[config.mk]
export PLATFORM = sky130hd
export DESIGN_NAME = cmd_deser
export DESIGN_NICKNAME = d
export VERILOG_FILES = /design/src/sensors_pkg.sv /design/src/cmd_deser.sv
export VERILOG_INCLUDE_DIRS = /design/src /design/src/src
export SDC_FILE = /design/constraint.sdc
export NUM_CORES = 1
export LEC_CHECK = 0
export BUFFER_PORTS_ARGS = -buffer_cell sky130_fd_sc_hd__buf_2
export CORE_AREA = 8 8 81 83
export CTS_CLUSTER_SIZE = 20
export DETAILED_ROUTE_END_ITERATION = 16
export DIE_AREA = 0 0 89 91
export REMOVE_ABC_BUFFERS = 1
export SYNTH_ARGS = -nofsm -noshare
export SYNTH_HDL_FRONTEND = slang
export SYNTH_SLANG_ARGS = --single-unit
[constraint.sdc]
create_clock -name mclk -period 2.8 [get_ports mclk]
set_input_delay 0.28 -clock mclk [delete_from_list [all_inputs] [get_ports mclk]]
set_output_delay 0.28 -clock mclk [all_outputs]
set_load 0.05 [all_outputs]
[src/sensors_params.svh]
// Address map, register offsets, field widths and reset defaults of the
// four-channel sensor subsystem. Include wherever a width or address is needed.
`ifndef SENSORS_PARAMS_SVH
`define SENSORS_PARAMS_SVH

`define SENS_NUM_CHN              4      // sensor channels behind one command port

`define CMD_ADDR_BITS             16     // assembled register address (AL, AH)
`define CMD_DATA_BITS             32     // assembled register data (D0..D3)

`define SENSOR_GROUP_ADDR         'h400  // channel 0 window base
`define SENSOR_BASE_INC           'h040  // window size and step per channel

`define SENSOR_CTRL_RADDR         'h00   // mode register
`define SENS_STATUS_CTRL_RADDR    'h01   // any write asks for one status packet
`define SENS_SYNC_MULT_RADDR      'h06   // frames combined into one, minus 1
`define SENS_SYNC_LATE_RADDR      'h07   // lines from sof to late sof

`define SENSOR_CHN_EN_BIT         0      // mode bit, channel enable

`define SENS_SYNC_FBITS           16     // multiplier and frame counter width
`define SENS_SYNC_LBITS           16     // line counter and late value width
`define SENS_SYNC_LATE_DFLT       15     // late value after reset

`define SENSI2C_STATUS_REG_BASE   'h20   // status address of channel 0
`define SENSI2C_STATUS_REG_INC    2      // status address step per channel

`define STATUS_BYTES              4      // address byte plus three payload bytes

`endif

[src/sensors_pkg.sv]
// Shared types of the sensor subsystem: FSM states and the register select
// that the channel decoder hands to the sync block.
// Modules import it inside their body and use scoped names in their ports.
package sensors_pkg;

    // byte position inside a command, AL is taken from IDLE
    typedef enum logic [2:0] {
        IDLE,
        ADDR_HI,
        DATA0,
        DATA1,
        DATA2,
        DATA3
    } cmd_state_e;

    // decoded write target inside one channel window
    typedef enum logic [2:0] {
        REG_NONE,
        REG_MODE,
        REG_STATUS,
        REG_MULT,
        REG_LATE
    } reg_sel_e;

    typedef enum logic {
        SYNC_IDLE,
        SYNC_WAIT_LATE      // counting lines toward the late sof
    } sync_state_e;

    typedef enum logic [1:0] {
        ROUTE_IDLE,
        ROUTE_OFFER,        // status_rq up, waiting for status_start
        ROUTE_SEND          // remaining packet bytes
    } route_state_e;

endpackage

[src/cmd_deser.sv]
// Byte-serial command deserializer. Registers cmd_ad/cmd_stb, then collects
// AL, AH, D0..D3 (lsb first) and issues a single-cycle register write that is
// broadcast to every channel. cmd_we comes 2 cycles after D3 is on the input.
`timescale 1ns/1ps
`include "sensors_params.svh"

module cmd_deser (
    input  logic                      mclk,
    input  logic                      reset,
    input  logic [7:0]                cmd_ad,     // AL, AH, D0..D3
    input  logic                      cmd_stb,    // high with AL
    output logic                      cmd_we,     // one-cycle write pulse
    output logic [`CMD_ADDR_BITS-1:0] cmd_addr,
    output logic [`CMD_DATA_BITS-1:0] cmd_data
);
    import sensors_pkg::*;

    logic [7:0] ad_r;       // input register
    logic       stb_r;
    cmd_state_e state;

    always_ff @(posedge mclk) begin
        ad_r <= cmd_ad;
        if (reset) begin
            stb_r <= 1'b0;
        end else begin
            stb_r <= cmd_stb;
        end
    end

    // control: strobe always restarts the sequence at AL
    always_ff @(posedge mclk) begin
        if (reset) begin
            state  <= IDLE;
            cmd_we <= 1'b0;
        end else begin
            cmd_we <= 1'b0;
            if (stb_r) begin
                state <= ADDR_HI;                // AL taken this cycle
            end else begin
                case (state)
                    ADDR_HI: state <= DATA0;
                    DATA0:   state <= DATA1;
                    DATA1:   state <= DATA2;
                    DATA2:   state <= DATA3;
                    DATA3: begin
                        state  <= IDLE;
                        cmd_we <= 1'b1;          // sixth byte in
                    end
                    default: state <= IDLE;      // idle, waiting for strobe
                endcase
            end
        end
    end

    // payload shifts in from the top, lsb byte ends at the bottom
    always_ff @(posedge mclk) begin
        if (stb_r) begin
            cmd_addr <= {ad_r, cmd_addr[`CMD_ADDR_BITS-1:8]};
        end else begin
            case (state)
                ADDR_HI: cmd_addr <= {ad_r, cmd_addr[`CMD_ADDR_BITS-1:8]};
                DATA0, DATA1, DATA2, DATA3:
                    cmd_data <= {ad_r, cmd_data[`CMD_DATA_BITS-1:8]};
                default: ;
            endcase
        end
    end

endmodule

## After elaboration in Yosys (flattened, before gate mapping)

Index checks and enable logic that the tools add are counted.

- Register bits: 61
- Bits of input ports: 11
- Output and inout port bits: 49
- Logic and storage cells: 22

- Equality and inequality tests: 5
- Muxes and demuxes: 5
- Bitwise gates (word level): 1
- Reductions and logical operators: 4

Operators with widths:

| operator | number |
|---|---|
| two-way mux 16 bit | 2 |
| one-hot mux 3 bit (4 select lines) | 1 |
| == test 3 x 2 -> 1 bit, second input constant | 2 |
| == test 3 bit, second input constant | 2 |
| OR reduction 4 bit | 1 |
| == test 3 x 1 -> 1 bit, second input constant | 1 |
| two-way mux 1 bit | 2 |
| AND reduction 2 bit | 1 |
| nonzero test 2 bit | 1 |
| OR reduction 2 bit | 1 |
| inverter 1 bit | 1 |

## Depth between registers and ports, before layout

Gate-level depths: netlist of run 1.

- Depth after elaboration: 3
- Mapped depth: 2

## Worst setup path before layout of run 1

No wires, ideal clock.

- Path type: register to register
- From: register state[1]
- To: register cmd_data[0], enable pin
- Data arrival time: 1.837 ns
- Data required time: 2.379 ns
- Setup slack: 0.542 ns
- Stages on the path, launching flop included: 3
- Period minus slack after synthesis: 2.258 ns
- Path through: dfxtp_1 xnor2_1 nor2_1

- Word-level cells in the longest chain between the ends: 3
- Elaborated cells on any way between the ends: 6

Ends and longest elaborated chain:

| what | line | source |
|---|---|---|
| from (decl) | cmd_deser.sv:20 | `cmd_state_e state;` |
| from (signal assigned) | cmd_deser.sv:34 | `state <= IDLE;` |
| from (signal assigned) | cmd_deser.sv:39 | `state <= ADDR_HI;` |
| from (signal assigned) | cmd_deser.sv:42 | `ADDR_HI: state <= DATA0;` |
| == test 3 x 2 -> 1 bit / == test 3 bit (equally long branches) | cmd_deser.sv:61 | `case (state)` |
| OR reduction 4 bit * | cmd_deser.sv:61 |  |
| AND reduction 2 bit (no line) * | n/a |  |
| to (signal assigned) | cmd_deser.sv:64 | `` cmd_data <= {ad_r, cmd_data[`CMD_DATA_BITS-1:8]}; `` |
| to (decl) | cmd_deser.sv:14 | `` output logic [`CMD_DATA_BITS-1:0] cmd_data `` |

Every way passes the cells marked *; elsewhere a longest branch is shown, timed or not.
A chain may end at the register's enable or synchronous reset.

## Final worst setup path of run 1

- From: register state[2]
- To: register cmd_data[22], enable pin

Same word-level chain as after synthesis.

==> summary.txt, run 1 <==
Drt
  • DRT iter0 DRCs: 51
  • Post-Route WL: 3300 um
  • Antenna-violating nets left: 0
  • Drt pass-1 iters: 4
  • DR WL/cell: 14.8 um
  • Via count: 913
  • DRC violations left: 0
  • Vias per cell: 4.11

STA
  • Slew @ Worst Pin: roughly 0.85 ns
  • Final hold violation count: 0
  • Fin crit period: 1.65 ns
  • Final period utilization: 58.8%
  • Unrepaired setup endpoints after global routing: no
  • Max Clock Freq: 608 MHz
  • Hold slack: 0.0599 ns
  • # setup viols final: 0
  • Max-slew violations: 0
  • Setup total negative slack: 0 ns
  • Worst slew margin: a little over two fifths
  • Clock skew: 0.00402 ns

Worst setup path
  • Crit path launch type: flip-flop
  • WP data required: around 2.8 ns
  • CP arrival: 1.59 ns
  • Worst setup EP type: flip-flop
  • CP Class: reg -> reg
  • Crit path max fanout: 32

Global route
  • Initial antenna violation count: 0
  • Vias in the first global route: approximately 950
  • Largest net degree at the start of global routing: 33
  • Global Route Usage Sum: between 8 and 9%
  • Gr ovfl total: 0
  • First-pass GRT wire length: between 5000 and 6000 um

Die
  • Die extent in x: 89 um
  • # rows: 27
  • Area of the die: 8100 um^2
  • Core area: 5340 um^2
  • Die H: 91 um
  • I/O pin total: 60
  • Starting density of the core: approximately 34%

Yosys
  • Simple-Gate Fraction of Synth Area: 2.99%
  • Synth Area in Compound Gates: between 1.5 and 2%
  • Mapped Area: ~1800 um^2
  • Count of warnings emitted by yosys: 0
  • Share of the yosys chip area belonging to registers: a little over nine tenths
  • #FFs+latches synth: about 60
  • Avg Cell Area, Syn: 24.3 um^2
  • Adder-cell share of the synthesized area: 0%
  • Synth Area in XOR/XNOR: 0.973%
  • Largest family of logic cells by synthesized area: simple AND/OR/NAND/NOR gates
  • Unique masters post-synth: 13
  • Post-Syn Instances: 74
  • Mux share of post-synthesis cell area: 0%

Power
  • P per Cell Area: 818 nW/um^2
  • Peak VDD IR: 0.000259 V
  • Pleak: 0.907 nW
  • Tot Pwr: between 1.5 and 2 mW

Clock network
  • Post-cts hold buffer count: 0
  • # Post-CTS Setup Buffers: 0
  • Cts repair resizes: 0
  • Htree depth: 3
  • Num CTS Buffers: 9
  • Worst-path clk slew: 0.06 ns
  • Clock Latency Late Sink: 0.32 ns
  • CTS max path bufs: 2
  • Root buffer cell: clkbuf_8
  • Clk sink count: 61
  • CTS tree: done

Finish
  • Nets: 156
  • Share of layout cells above drive strength 1: 50.0%
  • Syn-to-layout area delta: 32.8%
  • Antenna Cells: 0

Outcome
  • Status: finished clean

Placement
  • IO Port Bufs: 59
  • Post-DP HPWL: 2400 um
  • GPL Wtd Cong: 0.672

Job
  • Max_cap viols: 0

Min path
  • Hold Path Class: in -> reg
-- layout make-up --
type	count	area (um^2)
sequential	61	1700
fill	497	2950
multi-input combinational	13	106
clock buffer	16	190
timing repair buffer	60	303
tap	72	90.1
-- cell usage after synthesis --
cell type / n / share of area (%)
or3b_1: 1 / 0.49
o31ai_1: 1 / 0.42
o21bai_1: 1 / 0.42
nor2b_1: 1 / 0.35
dfxtp_1: 13 / 14
nor4b_1: 1 / 0.49
a211oi_2: 1 / 0.69
edfxtp_1: 48 / 80
xnor2_1: 2 / 0.97
nor2_1: 1 / 0.21
nand2b_1: 2 / 0.69
nor4_1: 1 / 0.35
nand3b_1: 1 / 0.42
-- cells by family after synthesis --
logic type	count (synthesis)
DFF	61
and+or+nand+nor	8
AOI/OAI and AO/OA	3
xor gates and xnor gates	2
-- worst max-delay path, stage by stage (launching register included) --
cell and delay (ns):
dfxtp_1 0.42, xnor2_1 0.16, nor2_4 0.67
-- report_power, final --
| part | leakage (nW) | internal [mW] | switching [mW] | total, mW |
|---|---|---|---|---|
| clock | 0.0970 | 0.420 | 0.290 | 0.710 |
| combinational | 0.258 | 0.0340 | 0.159 | 0.193 |
| sequential | 0.552 | 1.03 | 0.0209 | 1.05 |
| total | 0.907 | 1.48 | 0.470 | 1.96 |
-- registers in the layout, summed over array words and instances (netlist names) --
signal and count:
cmd_addr 16, ad_r 8, state 3, cmd_we 1
stb_r 1, cmd_data 32
-- stage by stage --
step	util, %	area (um^2)	setup WS (ns)	cells
floorplan	-	1800	0.542	74
global route	44.8	2390	0.995	222
detailed placement	41.2	2200	1.13	206
global placement	41.2	2200	1.24	206
CTS	44.8	2390	1.12	222
finish	44.8	2390	1.15	222
-- placed cells by master, fill, tap and decap left out, drive strengths merged --
cell type   n
buf        60
edfxtp     48
clkbuf     16
dfxtp      13
nand2b      2
xnor2       2
o21bai      1
nor2        1
or3b        1
nand3b      1
a211oi      1
nor2b       1
nor4b       1
nor4        1
o31ai       1
-- path summary, 6_finish.rpt --
kind / startpoint / endpoint / slack (ns) / cells past startpoint
hold / removal: cmd_ad[3] / ad_r[3]$_DFF_P_ / 0.06 / 1
setup / recovery: state[2]$_SDFF_PP0_ / cmd_data[22]$_DFFE_PP_ / 1.15 / 2
hold reg to reg: ad_r[7]$_DFF_P_ / cmd_addr[15]$_DFFE_PP_ / 0.43 / 0
setup reg to reg: state[2]$_SDFF_PP0_ / cmd_data[22]$_DFFE_PP_ / 1.15 / 2
-- layer usage --
layer | vias up | global-route usage (%) | part of all wire (%)
met5 | - | 0 | 0
met4 | 0 | 5.41 | 1.7
met3 | 7 | 6.58 | 17
met2 | 41 | 12.6 | 47
met1 | 435 | 8.15 | 34
li1 | 430 | - | -
(Power assumes the default switching activity.)
==> inputs of run 2 (changes only) <==
- clock period: 2.8 -> 1.57 ns (I/O delays scaled with it)
==> summary.txt, run 2 (synthesis gave the netlist of run 1 again) <==
Finish
  • Fill count: 501
  • Final Cell Area: 2480 um^2
  • Finished Layout Cells: roughly 230
  • Biggest regs: cmd_data: 32 flops, cmd_addr: 16 flops, ad_r: 8 flops
  • Syn-to-layout area delta: 37.9%
  • Commonest non-fill, non-tap cell in the layout: buf_2
  • Number of flip-flops in the largest register: 32
  • Share of layout cells above drive strength 1: a little under half
  • Most frequent cells in the layout: buf_2, edfxtp_1, dfxtp_1
  • Antenna Cells: 0
  • Nets: about 170
  • Largest Register: cmd_data

Worst setup path
  • WP data required: 1.58 ns
  • CP arrival: 1.27 ns
  • Crit-path cells: nand2b_1 > o21bai_1 > buf_4
  • Max incr delay on CP: 0.36 ns
  • CP max stage cell: dfxtp_1
  • CP Class: reg -> reg
  • Crit path launch type: flip-flop
  • Crit path max fanout: 16
  • Worst setup EP type: flip-flop

Global route
  • Gr ovfl total: 0
  • Vias in the first global route: between 900 and 1,000
  • First-pass GRT wire length: between 4000 and 5000 um
  • Largest net degree at the start of global routing: 33
  • Global Route Usage Sum: 8.68%
  • Initial antenna violation count: 0

Die
  • I/O pin total: 60
  • # rows: 27
  • Area of the die: 8100 um^2
  • Core area: between 5000 and 6000 um^2
  • Die extent in x: ~90 um
  • Die H: approximately 91 um
  • Starting density of the core: 33.7%

STA
  • Clock skew: 0.00682 ns
  • Max Clock Freq: between 700 and 800 MHz
  • Max-slew violations: 0
  • Fin crit period: around 1.3 ns
  • Unrepaired setup endpoints after global routing: no
  • Worst slew margin: 76.4%
  • Slew @ Worst Pin: 0.351 ns
  • Final hold violation count: 0
  • Final period utilization: about 80%
  • # setup viols final: 0
  • Setup total negative slack: 0 ns

Clock network
  • Clk sink count: 61
  • Htree depth: 3
  • CTS tree: done
  • Post-cts hold buffer count: 8
  • Clock Latency Late Sink: 0.33 ns
  • Worst-path clk slew: ~0.06 ns
  • # Post-CTS Setup Buffers: 0
  • Root buffer cell: clkbuf_8
  • CTS max path bufs: 2
  • Cts repair resizes: 0
  • Num CTS Buffers: 9

Placement
  • DP Area: 2220 um^2
  • GPL Wtd Cong: about 0.65
  • Post-placement cell count: 207
  • Post-DP HPWL: between 2000 and 2500 um
  • IO Port Bufs: 59

Min path
  • Hold Path Class: in -> reg

Drt
  • Vias per cell: around 4.0
  • DRT iter0 DRCs: 31
  • Antenna-violating nets left: 0
  • Met1 Wirelength: 1110 um
  • Drt pass-1 iters: 4
  • Via count: a little over 900
  • DRC violations left: 0
  • Top Metal Used: met4
  • Met3 Routed Length: ~540 um
  • DR WL/cell: 14.1 um
  • Post-Route WL: 3260 um
  • Met2 WL post-DR: 1510 um

Power
  • Peak VDD IR: about 0.00053 V
  • P per Cell Area: 1390 nW/um^2
  • Pleak: 0.946 nW

Job
  • Max_cap viols: 0

Outcome
  • Status: finished clean
run 2: cell count changes in the layout (fill, tap and decap cells not counted):
cell and delta:
buf_12 +1, clkinv_2 +1, dlygate4sd3_1 +8, clkbuf_8 -1
run 2: layer usage:
layer / GRT usage (%) / vias to the layer above
li1: - / 445
met1: 7.65 / 428
met2: 13.1 / 42
met3: 6.94 / 8
met4: 5.83 / 0
met5: 0 / -
run 2: area by class of cell:
class	count	area, um^2	share of cell area, %
Timing Repair Buffer	69	403	16.2
Multi-Input combinational cell	13	106	4.28
Sequential cell	61	1700	68.5
Tap cell	72	90.1	3.63
Clock inverter	1	5.00	0.202
Clock buffer	15	176	7.11
run 2: power by group:
group,internal [mW],switching (mW),total [mW]
logic,0.0796,0.287,0.367
clock network,0.701,0.506,1.21
registers,1.84,0.0368,1.88
run 2: path summary, 6_finish.rpt:
| path | start | end | slack (ns) | depth (start not counted) |
|---|---|---|---|---|
| hold / removal | cmd_stb | stb_r$_SDFF_PP0_ | 0.04 | 2 |
| setup / recovery | state[1]$_SDFF_PP0_ | cmd_addr[1]$_DFFE_PP_ | 0.32 | 3 |
| setup reg to reg | state[1]$_SDFF_PP0_ | cmd_addr[1]$_DFFE_PP_ | 0.32 | 3 |
| hold reg to reg | ad_r[6]$_DFF_P_ | cmd_data[30]$_DFFE_PP_ | 0.43 | 0 |
run 2: critical path: cells and delay by family (launching register included):
kind	cells	cell delay (ns)
flops	1	0.36
compound gates	1	0.15
buf+inv	1	0.26
simple gates	1	0.18
run 2: metrics by stage:
step	total power [mW]	hold slack (ns)	util, %	setup WS [ns]
after CTS	3.50	0.0251	46.5	0.289
after detailed placement	2.27	0.261	41.6	0.300
after global placement	2.26	0.259	41.6	0.389
after floorplan	2.16	0.185	-	-0.688
after global routing	3.61	0.0252	46.5	0.231
final	3.45	0.0410	46.5	0.318
