## config.mk

```make
export PLATFORM = sky130hd
export DESIGN_NAME = sensor_channel
export DESIGN_NICKNAME = d
export VERILOG_FILES = /design/src/sensors_pkg.sv /design/src/sens_sync.sv /design/src/sensor_channel.sv
export VERILOG_INCLUDE_DIRS = /design/src /design/src/src
export SDC_FILE = /design/constraint.sdc
export NUM_CORES = 1
export LEC_CHECK = 0
export ABC_CLOCK_PERIOD_IN_PS = 6600
export BUFFER_PORTS_ARGS = -buffer_cell sky130_fd_sc_hd__buf_2
export CORE_MARGIN = 2
export CORE_UTILIZATION = 60
export DETAILED_ROUTE_END_ITERATION = 6
export GPL_ROUTABILITY_DRIVEN = 0
export GPL_TIMING_DRIVEN = 0
export PLACE_DENSITY = 0.82
export SKIP_LAST_GASP = 1
export SYNTH_ARGS = -nofsm -noshare
export SYNTH_HDL_FRONTEND = slang
export SYNTH_SLANG_ARGS = --single-unit
```

## constraint.sdc

```tcl
create_clock -name mclk -period 6.6 [get_ports mclk]
set_input_delay 1.32 -clock mclk [delete_from_list [all_inputs] [get_ports mclk]]
set_output_delay 1.32 -clock mclk [all_outputs]
set_load 0.03 [all_outputs]
```

## src/sensors_params.svh

```systemverilog
// Address map, register offsets, field widths and reset defaults of the
// four-channel sensor subsystem. Include wherever a width or address is needed.
`ifndef SENSORS_PARAMS_SVH
`define SENSORS_PARAMS_SVH

`define SENS_NUM_CHN              4      // sensor channels behind one command port

`define CMD_ADDR_BITS             16     // assembled register address (AL, AH)
`define CMD_DATA_BITS             32     // assembled register data (D0..D3)

`define SENSOR_GROUP_ADDR         'h400  // channel 0 window base
`define SENSOR_BASE_INC           'h040  // window size and step per channel

`define SENSOR_CTRL_RADDR         'h00   // mode register
`define SENS_STATUS_CTRL_RADDR    'h01   // any write asks for one status packet
`define SENS_SYNC_MULT_RADDR      'h06   // frames combined into one, minus 1
`define SENS_SYNC_LATE_RADDR      'h07   // lines from sof to late sof

`define SENSOR_CHN_EN_BIT         0      // mode bit, channel enable

`define SENS_SYNC_FBITS           16     // multiplier and frame counter width
`define SENS_SYNC_LBITS           16     // line counter and late value width
`define SENS_SYNC_LATE_DFLT       15     // late value after reset

`define SENSI2C_STATUS_REG_BASE   'h20   // status address of channel 0
`define SENSI2C_STATUS_REG_INC    2      // status address step per channel

`define STATUS_BYTES              4      // address byte plus three payload bytes

`endif

```

## src/sensors_pkg.sv

```systemverilog
// Shared types of the sensor subsystem: FSM states and the register select
// that the channel decoder hands to the sync block.
// Modules import it inside their body and use scoped names in their ports.
package sensors_pkg;

    // byte position inside a command, AL is taken from IDLE
    typedef enum logic [2:0] {
        IDLE,
        ADDR_HI,
        DATA0,
        DATA1,
        DATA2,
        DATA3
    } cmd_state_e;

    // decoded write target inside one channel window
    typedef enum logic [2:0] {
        REG_NONE,
        REG_MODE,
        REG_STATUS,
        REG_MULT,
        REG_LATE
    } reg_sel_e;

    typedef enum logic {
        SYNC_IDLE,
        SYNC_WAIT_LATE      // counting lines toward the late sof
    } sync_state_e;

    typedef enum logic [1:0] {
        ROUTE_IDLE,
        ROUTE_OFFER,        // status_rq up, waiting for status_start
        ROUTE_SEND          // remaining packet bytes
    } route_state_e;

endpackage

```

## src/sens_sync.sv

```systemverilog
// Frame sync of one sensor channel. Decimates sof_in by (mult+1), counts the
// frames that pass and produces a late start of frame after a programmed
// number of eol_in strobes. mult and late are written through reg_wr.
`timescale 1ns/1ps
`include "sensors_params.svh"

module sens_sync (
    input  logic                        mclk,
    input  logic                        reset,
    input  logic                        chn_en,
    input  sensors_pkg::reg_sel_e       reg_wr,        // REG_NONE when no write
    input  logic [`SENS_SYNC_FBITS-1:0] wr_data,
    input  logic                        sof_in,
    input  logic                        eol_in,
    output logic                        sof_out_mclk,
    output logic                        sof_late_mclk,
    output logic [`SENS_SYNC_FBITS-1:0] frame_count,   // passed frames
    output sensors_pkg::sync_state_e    sync_state
);
    import sensors_pkg::*;

    logic [`SENS_SYNC_FBITS-1:0] mult_r;      // frames to combine, minus 1
    logic [`SENS_SYNC_LBITS-1:0] late_r;      // lines to the late sof
    logic [`SENS_SYNC_FBITS-1:0] dec_cnt;     // position inside decimation group
    logic [`SENS_SYNC_LBITS-1:0] line_cnt;
    logic [`SENS_SYNC_LBITS:0]   lines_next;  // one extra bit, no wrap
    logic                        pass;

    assign pass       = chn_en && sof_in && (dec_cnt == '0);
    assign lines_next = {1'b0, line_cnt} + 1'b1;

    always_ff @(posedge mclk) begin
        if (reset) begin
            mult_r <= '0;
            late_r <= `SENS_SYNC_LBITS'(`SENS_SYNC_LATE_DFLT);
        end else if (reg_wr == REG_MULT) begin
            mult_r <= wr_data;
        end else if (reg_wr == REG_LATE) begin
            late_r <= wr_data[`SENS_SYNC_LBITS-1:0];
        end
    end

    // decimation and frame counter
    always_ff @(posedge mclk) begin
        if (reset) begin
            dec_cnt      <= '0;
            frame_count  <= '0;
            sof_out_mclk <= 1'b0;
        end else begin
            sof_out_mclk <= pass;                // 1 cycle after sof_in
            if (!chn_en) begin
                dec_cnt <= '0;                   // first sof after enable passes
            end else if (sof_in) begin
                dec_cnt <= (dec_cnt >= mult_r) ? '0 : dec_cnt + 1'b1;
            end
            if (pass) begin
                frame_count <= frame_count + 1'b1;
            end
        end
    end

    // late sof, counted in lines from the passed sof
    always_ff @(posedge mclk) begin
        if (reset) begin
            sync_state    <= SYNC_IDLE;
            line_cnt      <= '0;
            sof_late_mclk <= 1'b0;
        end else begin
            sof_late_mclk <= 1'b0;
            if (pass) begin
                line_cnt <= '0;                  // new frame restarts the count
                if (late_r == '0) begin
                    sof_late_mclk <= 1'b1;       // same cycle as sof_out_mclk
                    sync_state    <= SYNC_IDLE;
                end else begin
                    sync_state    <= SYNC_WAIT_LATE;
                end
            end else if (!chn_en) begin
                sync_state <= SYNC_IDLE;         // disabled mid-frame
            end else if (sync_state == SYNC_WAIT_LATE && eol_in) begin
                if (lines_next >= {1'b0, late_r}) begin
                    sof_late_mclk <= 1'b1;
                    sync_state    <= SYNC_IDLE;
                end else begin
                    line_cnt <= lines_next[`SENS_SYNC_LBITS-1:0];
                end
            end
        end
    end

endmodule

```

## src/sensor_channel.sv

```systemverilog
// One sensor channel. Decodes the broadcast register writes that fall into
// its own address window, keeps the mode register, runs the frame sync and
// answers status requests with a four-byte packet on the request/start bus.
// Instantiated once per channel with chn_num selecting window and status address.
`timescale 1ns/1ps
`include "sensors_params.svh"

module sensor_channel #(
    parameter int chn_num = 0                    // 0..3
) (
    input  logic                      mclk,
    input  logic                      reset,
    input  logic                      cmd_we,
    input  logic [`CMD_ADDR_BITS-1:0] cmd_addr,
    input  logic [`CMD_DATA_BITS-1:0] cmd_data,
    input  logic                      sof_in,
    input  logic                      eol_in,
    input  logic                      status_start,  // byte 0 taken this cycle
    output logic                      sof_out_mclk,
    output logic                      sof_late_mclk,
    output logic [7:0]                status_ad,
    output logic                      status_rq
);
    import sensors_pkg::*;

    localparam logic [`CMD_ADDR_BITS-1:0] chn_base =
        `CMD_ADDR_BITS'(`SENSOR_GROUP_ADDR + chn_num * `SENSOR_BASE_INC);
    localparam logic [7:0] stat_addr =
        8'(`SENSI2C_STATUS_REG_BASE + chn_num * `SENSI2C_STATUS_REG_INC);

    logic [`CMD_ADDR_BITS-1:0]   addr_off;       // wraps high below the window
    reg_sel_e                    reg_sel;
    logic                        chn_en;         // mode register
    logic                        status_wr;
    logic [`SENS_SYNC_FBITS-1:0] frame_count;
    sync_state_e                 sync_state;
    logic [8*`STATUS_BYTES-1:0]  pkt_sr;         // byte 0 at the bottom
    logic [8*`STATUS_BYTES-1:0]  snapshot;
    logic [1:0]                  send_cnt;       // bytes left after byte 0
    logic                        pend;           // request seen while sending

    assign addr_off = cmd_addr - chn_base;

    always_comb begin
        reg_sel = REG_NONE;
        if (cmd_we && (addr_off < `SENSOR_BASE_INC)) begin
            case (addr_off)
                `SENSOR_CTRL_RADDR:      reg_sel = REG_MODE;
                `SENS_STATUS_CTRL_RADDR: reg_sel = REG_STATUS;
                `SENS_SYNC_MULT_RADDR:   reg_sel = REG_MULT;
                `SENS_SYNC_LATE_RADDR:   reg_sel = REG_LATE;
                default:                 reg_sel = REG_NONE;
            endcase
        end
    end

    assign status_wr = (reg_sel == REG_STATUS);

    always_ff @(posedge mclk) begin
        if (reset) begin
            chn_en <= 1'b0;
        end else if (reg_sel == REG_MODE) begin
            chn_en <= cmd_data[`SENSOR_CHN_EN_BIT];
        end
    end

    sens_sync sens_sync_i (
        .mclk          (mclk),
        .reset         (reset),
        .chn_en        (chn_en),
        .reg_wr        (reg_sel),
        .wr_data       (cmd_data[`SENS_SYNC_FBITS-1:0]),
        .sof_in        (sof_in),
        .eol_in        (eol_in),
        .sof_out_mclk  (sof_out_mclk),
        .sof_late_mclk (sof_late_mclk),
        .frame_count   (frame_count),
        .sync_state    (sync_state)
    );

    // byte 3: {6'b0, waiting for late sof, enabled}
    assign snapshot = {6'b0, sync_state == SYNC_WAIT_LATE, chn_en,
                       frame_count[15:8], frame_count[7:0], stat_addr};

    always_ff @(posedge mclk) begin
        if (reset) begin
            status_rq <= 1'b0;
            send_cnt  <= '0;
            pend      <= 1'b0;
        end else if (status_rq && status_start) begin
            status_rq <= 1'b0;
            send_cnt  <= 2'(`STATUS_BYTES - 1);
            pend      <= status_wr;
        end else if (send_cnt != '0) begin
            send_cnt <= send_cnt - 1'b1;
            if (status_wr) begin
                pend <= 1'b1;                    // served after this packet
            end
        end else if (status_wr || pend) begin
            status_rq <= 1'b1;                   // repeated writes merge here
            pend      <= 1'b0;
        end
    end

    // packet snapshot, refreshed while still waiting for start
    always_ff @(posedge mclk) begin
        if ((status_rq && status_start) || send_cnt != '0) begin
            pkt_sr <= {8'h00, pkt_sr[8*`STATUS_BYTES-1:8]};
        end else if (status_wr || pend) begin
            pkt_sr <= snapshot;
        end
    end

    assign status_ad = pkt_sr[7:0];

endmodule

```

; ---- Word level (Yosys, flattened, before mapping)
; Cells that the tools add are included.
[totals]
regBits = 114
latchBits = 0
ramBits = 0
romBits = 0
in_bits = 54
output_inout_bits = 11
wordCells = 80
n_memories = 0
[classes]
addsub = 5
mul = 0
div = 0
n_lt_le_gt_ge = 3
n_eq_ne = 10
shift = 0
muxes = 21
n_bitwise = 4
n_reduce_logical = 22
[op_table]
columns = operator, count
row1 = $logic_not A16 Y1, 3
row2 = $add A16 B1 Y16 const B, 2
row3 = $eq A16 B3 Y1 const B, 2
row4 = $mux W24, 1
row5 = $mux W18, 1
row6 = $add A16 B1 Y17 const B, 1
row7 = $ge A17 B16 Y1, 1
row8 = $eq A16 B1 Y1 const B, 1
row9 = $ge A16 B16 Y1, 1
row10 = $lt A16 B7 Y1 const B, 1
row11 = $mux W16, 1
row12 = $sub A16 B11 Y16 const B, 1
row13 = $mux W1, 14
row14 = $pmux W3 S4, 1
row15 = $reduce_and A2 Y1, 4
row16 = $eq A3 B2 Y1 const B, 2
row17 = $ne A3 B1 Y1 const B, 2
row18 = $reduce_bool A2 Y1, 3
row19 = $reduce_or A2 Y1, 3
row20 = $logic_and A1 B1 Y1, 5
row21 = $mux W2, 2
row22 = $not A1 Y1, 4
row23 = $eq A3 B1 Y1 const B, 1
row24 = $eq A3 B3 Y1 const B, 1
row25 = other kinds (6), 7

; ---- Depth between registers and ports, before layout
[depth]
depth_word = 9
mapped_depth = 14

; ---- Cells and area by module
; A second synthesis with hierarchy kept.
[unflattened]
cells_unflattened = 703
hier_area_um2 = 6122.1
[modules_own_cells]
columns = module, n_inst, cells_per_inst, area_per_inst_um2
row1 = sens_sync, 1, 559, 4596.9
row2 = sensor_channel, 1, 144, 1525.2

; ---- Least setup slack after synthesis
; OpenSTA, ideal clock, no wires.
[synth_path]
path_kind = input port to flip-flop
startpoint = input port cmd_addr[3]
endpoint = register sens_sync_i.mult_r[10]
t_arrival_ns = 3.029
setup_slack_ns = 3.444
path_stages = 6
path_cell_list = nor4_1 -> nand4_1 -> nor4_2 -> buf_2 -> mux2i_1 -> nor2_1
[synth_between]
elab_chain_cells = 5
elab_cells_between_ends = 10
classes_between = 1 x add/sub / 1 x order compare / 4 x eq/ne / 2 x mux / 2 x reduce/logical
[synth_rtl]
columns = item, line_no
row1 = start: declaration, sensor_channel.sv:14  ; input logic [`CMD_ADDR_BITS-1:0] cmd_addr,
row2 = $sub A16 B11 Y16 *, sensor_channel.sv:42  ; assign addr_off = cmd_addr - chn_base;
row3 = $lt A16 B7 Y1 (no line) (tied with other cells), -
row4 = $logic_and A1 B1 Y1 or $pmux W3 S4 (tied branches), "sensor_channel.sv:46, sensor_channel.sv:47"
row5 = $mux W3 *, sensor_channel.sv:46  ; if (cmd_we && (addr_off < `SENSOR_BASE_INC)) begin
row6 = $eq A3 B2 Y1 *, sens_sync.sv:36  ; end else if (reg_wr == REG_MULT) begin
row7 = end signal: assignment, sens_sync.sv:37  ; mult_r <= wr_data;
row8 = end: declaration, sens_sync.sv:22  ; logic [`SENS_SYNC_FBITS-1:0] mult_r;
; Mark *: on every way between the ends. The rest lies on a longest branch, timed or not.
; A chain may end at the register's enable or synchronous reset.

; ---- Worst setup path after layout
[layout_path]
startpoint = register sens_sync_i.line_cnt[0]
endpoint = register sens_sync_i.line_cnt[15]
[layout_between]
elab_chain_cells = 4
[layout_rtl]
columns = item, line_no
row1 = start: declaration, sens_sync.sv:25  ; logic [`SENS_SYNC_LBITS-1:0] line_cnt;
row2 = start signal: assignment, sens_sync.sv:85  ; line_cnt <= lines_next[`SENS_SYNC_LBITS-1:0];
row3 = $add A16 B1 Y17, sens_sync.sv:30  ; assign lines_next = {1'b0, line_cnt} + 1'b1;
row4 = via sens_sync_i.lines_next[12], sens_sync.sv:26  ; logic [`SENS_SYNC_LBITS:0] lines_next;
row5 = $ge A17 B16 Y1, sens_sync.sv:81  ; if (lines_next >= {1'b0, late_r}) begin
row6 = $not A1 Y1 (no line), -
row7 = $reduce_and A3 Y1 (no line), -
; The timed path passes the listed nets, and every way through them passes these cells.

==> results list <==
- The run finished with clean final reports.
- Global routing consumed, on the met2 layer, 49.1% of the routing resources.
- Total clock sinks: 114
* HPWL reported at the end of detailed placement: 9310 um
- Fill cells in the final layout number 647.
- Crit. End Element: register
- Capture point of the critical path: sens_sync_i.line_cnt[15]$_SDFFE_PP0P_
- In the global route stage, overall resource usage came out at 27.3%.
- Number of enable-type register cells in the synthesized netlist: 24
- Along the worst path, the maximum fanout reaches 10.
* Headroom to the max-slew limit: 28.3%
- Global-route wire length before repair: 21900 um
- STA puts the critical path data required time at 7.05 ns.
- Clock H-tree levels: 4
- For the pin with the worst max-slew slack, the measured transition is 1.07 ns.
* Cell count along the critical path: 14
* Most used routing layer: met2
* Slew Limit Fails: 0
- Met3 GRT Util: 5.38%
- In this run the biggest area consumer among cell types represents 31.5% of the synthesized area.
- The first routing iteration left 304 violations.
- The die is 102 um tall.
- DRT antenna net count: 0
- Critical path startpoint: sens_sync_i.line_cnt[0]$_SDFFE_PP0P_
* Average via count per standard cell: 5.75
- In this run, synthesis produced a sequential element count of 114.
- Synthesized area per cell: 8.98 um^2
* Setup repair bufs after CTS: 0
- In this run the worst hold path is classified as register to register.
- The via count of the first global-routing pass came to 4763.
- IO Count: 65
* Port Buf Inserts: 47
* Final #Nets: 795
- Worst skew pair latency: 0.53 ns
- Critical path class: register to register
- Entering global routing, the biggest net connects 25 pins.
* Met1 Usage GRT: 31.3%
* Data arrival at the endpoint of the critical path: 4.13 ns
- The worst register-to-register path begins at sens_sync_i.line_cnt[0]$_SDFFE_PP0P_.
- IR analysis of the VDD net gives a maximum drop of 0.174 mV.
- Clock buffer depth: 2
- The slowest stage of the critical path is the sky130_fd_sc_hd__or4_1 cell.
- Buffer and inverter count on the worst path: 2
* Area added between synthesis and finish: 17.6%
- Remaining Overflow, GRT: 0
- Syn Nets: 729
* Clock tree root buffer cell: sky130_fd_sc_hd__clkbuf_8
- The floorplan has 35 rows.
* Number of buffers created by CTS: 17
- On the final layout, the worst clock skew is 0.00678 ns.
- After clock tree synthesis, the repair step resized 0 gates.
- The floorplan step set the die width to 102 um.
- The setup check on the worst reg-to-reg path leaves a slack of 2.92 ns.
* Startpoint types: register
- Kind of cell with the highest combined delay on the critical path: simple AND/OR/NAND/NOR gates
- Counting cells, the worst reg-to-reg path comes to 14.
- The number of endpoints with negative hold slack in the final report is 0.
- The critical path goes through ha_1, and3_1, nand4_1, inv_1, nand3_1, xnor2_1, ha_1, a21oi_1, o21a_1, a2bb2oi_1, nand4_1, clkbuf_1, or4_1, a21oi_1.
* Share of cells above drive strength 1: 13.1%
- Summing internal, switching and leakage power gives 2.10 mW.
- Max-cap violations in this run came to 0.
- Max incr delay on CP: 0.43 ns
- The initial antenna violation count came to 0.
- Dividing the detail-routed wire length by the instance count gives 16.1 um.
- The synthesized netlist contains 48 unique library cells.
- Tcrit/Tclk final: 55.8%
* Leakage Power: 2.82 nW
* Cell area after synthesis: 0.00573 mm^2
* Post-CTS Hold Fix Bufs: 0
- Final setup fails: 0
* Fraction of the yosys area taken by sequential cells: 44.0%
- Yosys printed 0 warnings.
- Mapped Cells: 638
- TritonCTS built the clock tree.
- The worst register-to-register path ends at sens_sync_i.line_cnt[15]$_SDFFE_PP0P_.
- Post-route minimum period: 3.68 ns
* DRC violation count after routing: 0
- Setup repair after global routing left no endpoint under its margin.
- Async set-or-reset flop fraction in the synthesized netlist: 0%
- Setup TNS after final layout: 0 ns
- Antenna Diode Count: 0
* DRT Wirelength: 13600 um
* Leading post-synthesis cells by cell area: sky130_fd_sc_hd__dfxtp_1 (31%), sky130_fd_sc_hd__edfxtp_1 (13%), sky130_fd_sc_hd__ha_1 (8.1%), sky130_fd_sc_hd__mux2i_1 (6.1%), sky130_fd_sc_hd__nor2_1 (4.9%)
- Derived from the worst setup path, the maximum achievable clock frequency is 272 MHz.
- The die covers 0.0103 mm^2.
- The pre-antenna-repair detailed-routing pass consisted of 6 iterations.
- Core Box Area: 0.00924 mm^2
* Via count: 4862
- Worst Hold Slack: 0.498 ns
* Starting density of the core: 62.0%
* Primary FF master, synth: sky130_fd_sc_hd__dfxtp_1
- For this design the ratio of total power to cell area is 312 mW/mm^2.
- Clock-pin slew of the registers on the worst-case setup and hold paths: 0.06 ns
- sky130_fd_sc_hd__dfxtp_1 takes more of the synthesized area than any other cell.
-- cell usage in the layout (no fill, tap or decap), types with 3 or more instances in the layout --
cell type	instances
sky130_fd_sc_hd__bufinv_16	5
sky130_fd_sc_hd__o21ai_0	27
sky130_fd_sc_hd__nor2_1	75
sky130_fd_sc_hd__or4_1	4
sky130_fd_sc_hd__mux2i_1	35
sky130_fd_sc_hd__nor3_1	5
sky130_fd_sc_hd__ha_1	37
sky130_fd_sc_hd__xor2_1	20
sky130_fd_sc_hd__nor4_1	8
sky130_fd_sc_hd__buf_4	8
sky130_fd_sc_hd__xnor2_1	20
sky130_fd_sc_hd__o31ai_1	3
sky130_fd_sc_hd__a21oi_1	35
sky130_fd_sc_hd__edfxtp_1	24
sky130_fd_sc_hd__a211o_1	3
sky130_fd_sc_hd__clkinv_2	5
sky130_fd_sc_hd__clkbuf_16	16
sky130_fd_sc_hd__and3_1	16
sky130_fd_sc_hd__inv_1	45
sky130_fd_sc_hd__clkbuf_1	18
sky130_fd_sc_hd__and2_1	9
sky130_fd_sc_hd__or3_1	17
sky130_fd_sc_hd__nand3_1	16
sky130_fd_sc_hd__nand4_1	21
sky130_fd_sc_hd__dfxtp_1	90
sky130_fd_sc_hd__buf_2	49
sky130_fd_sc_hd__nand2b_1	4
sky130_fd_sc_hd__nand2_1	70
-- per-layer routing --
| layer | wire [um] | share of wire (%) |
|---|---|---|
| met5 | 0 | 0 |
| met4 | 332 | 2.4 |
| met3 | 775 | 5.7 |
| met2 | 6980 | 51 |
| met1 | 5540 | 41 |
-- worst register-to-register path, cell delays in order, from the launching register on --
cell and delay [ns]:
sky130_fd_sc_hd__dfxtp_1 0.42, sky130_fd_sc_hd__ha_1 0.25, sky130_fd_sc_hd__and3_1 0.23, sky130_fd_sc_hd__nand4_1 0.31, sky130_fd_sc_hd__inv_1 0.13, sky130_fd_sc_hd__nand3_1 0.13, sky130_fd_sc_hd__xnor2_1 0.16, sky130_fd_sc_hd__ha_1 0.32
sky130_fd_sc_hd__a21oi_1 0.16, sky130_fd_sc_hd__o21a_1 0.16, sky130_fd_sc_hd__a2bb2oi_1 0.27, sky130_fd_sc_hd__nand4_1 0.23, sky130_fd_sc_hd__clkbuf_1 0.27, sky130_fd_sc_hd__or4_1 0.44, sky130_fd_sc_hd__a21oi_1 0.15
-- where the power goes --
part / internal, mW / switching, mW / leakage (nW)
clock: 0.646 / 0.320 / 0.304
combinational: 0.0965 / 0.189 / 1.56
sequential: 0.827 / 0.0199 / 0.961
-- cells in the mapped netlist (all sizes together) (2+ instances only) --
| cell | instances |
|---|---|
| or3 | 18 |
| or4 | 4 |
| and3 | 16 |
| edfxtp | 24 |
| nor2 | 75 |
| and2 | 9 |
| o21a | 2 |
| dfxtp | 90 |
| nor3 | 6 |
| o21ai | 27 |
| a211o | 3 |
| ha | 37 |
| inv | 45 |
| nor2b | 2 |
| nand4 | 21 |
| o31ai | 3 |
| nand2b | 4 |
| a21oi | 35 |
| nand3 | 16 |
| mux2i | 35 |
| buf | 12 |
| nand2 | 70 |
| xor2 | 20 |
| nor4 | 10 |
| a211oi | 2 |
| or2 | 3 |
| xnor2 | 20 |
| clkbuf | 15 |
-- logic make-up (layout without fill, tap and decap cells) --
| kind of cell | count (synthesis) | in the layout | synth area share [%] |
|---|---|---|---|
| simple gates | 257 | 257 | 21.9 |
| flops | 114 | 114 | 44.0 |
| compound gates | 82 | 82 | 8.26 |
| buf+inv | 72 | 151 | 5.29 |
| xor+xnor | 40 | 40 | 6.12 |
| fa+ha+maj | 37 | 37 | 8.08 |
| mux | 36 | 36 | 6.31 |
-- through the flow --
stage	area, um^2	setup slack, ns	util (%)	instances
floorplan	5730	3.44	-	638
global placement	6120	2.75	66.3	814
detailed placement	6120	2.69	66.3	814
CTS	6740	3.01	72.9	846
global route	6740	2.63	72.9	846
finish	6740	2.92	72.9	846
-- worst min path at each step --
stage,slack (ns),endpoint,start,cells after the start
2_1_floorplan,0.46,sens_sync_i.frame_count[1]$_SDFFE_PP0P_,sens_sync_i.frame_count[1]$_SDFFE_PP0P_,2
3_3_place_gp,0.47,sens_sync_i.frame_count[14]$_SDFFE_PP0P_,sens_sync_i.frame_count[14]$_SDFFE_PP0P_,2
3_5_place_dp,0.48,sens_sync_i.mult_r[8]$_SDFFE_PP0N_,sens_sync_i.mult_r[8]$_SDFFE_PP0N_,2
4_1_cts,0.50,sens_sync_i.mult_r[8]$_SDFFE_PP0N_,sens_sync_i.mult_r[8]$_SDFFE_PP0N_,2
5_1_grt,0.51,sens_sync_i.frame_count[14]$_SDFFE_PP0P_,sens_sync_i.frame_count[14]$_SDFFE_PP0P_,2
6_report,0.50,sens_sync_i.mult_r[8]$_SDFFE_PP0N_,sens_sync_i.mult_r[8]$_SDFFE_PP0N_,2
-- final cells by class --
class	instances	area, um^2	area share, %
clock inverters	12	188	2.79
clock buffers	20	425	6.32
plain buffers	27	134	1.99
flip-flops and latches	114	2520	37.4
well taps	129	161	2.40
repair buffers	47	235	3.49
multi-input cells	452	2900	43.1
inverters	45	169	2.51
-- registers in the layout, summed over array words and instances, names as in the netlist, 2 cells and up --
name	count
sens_sync_i.late_r	16
sens_sync_i.frame_count	16
sens_sync_i.mult_r	16
sens_sync_i.dec_cnt	16
sens_sync_i.line_cnt	16
send_cnt	2
pkt_sr	26
Power figures use the tool's default switching activity.
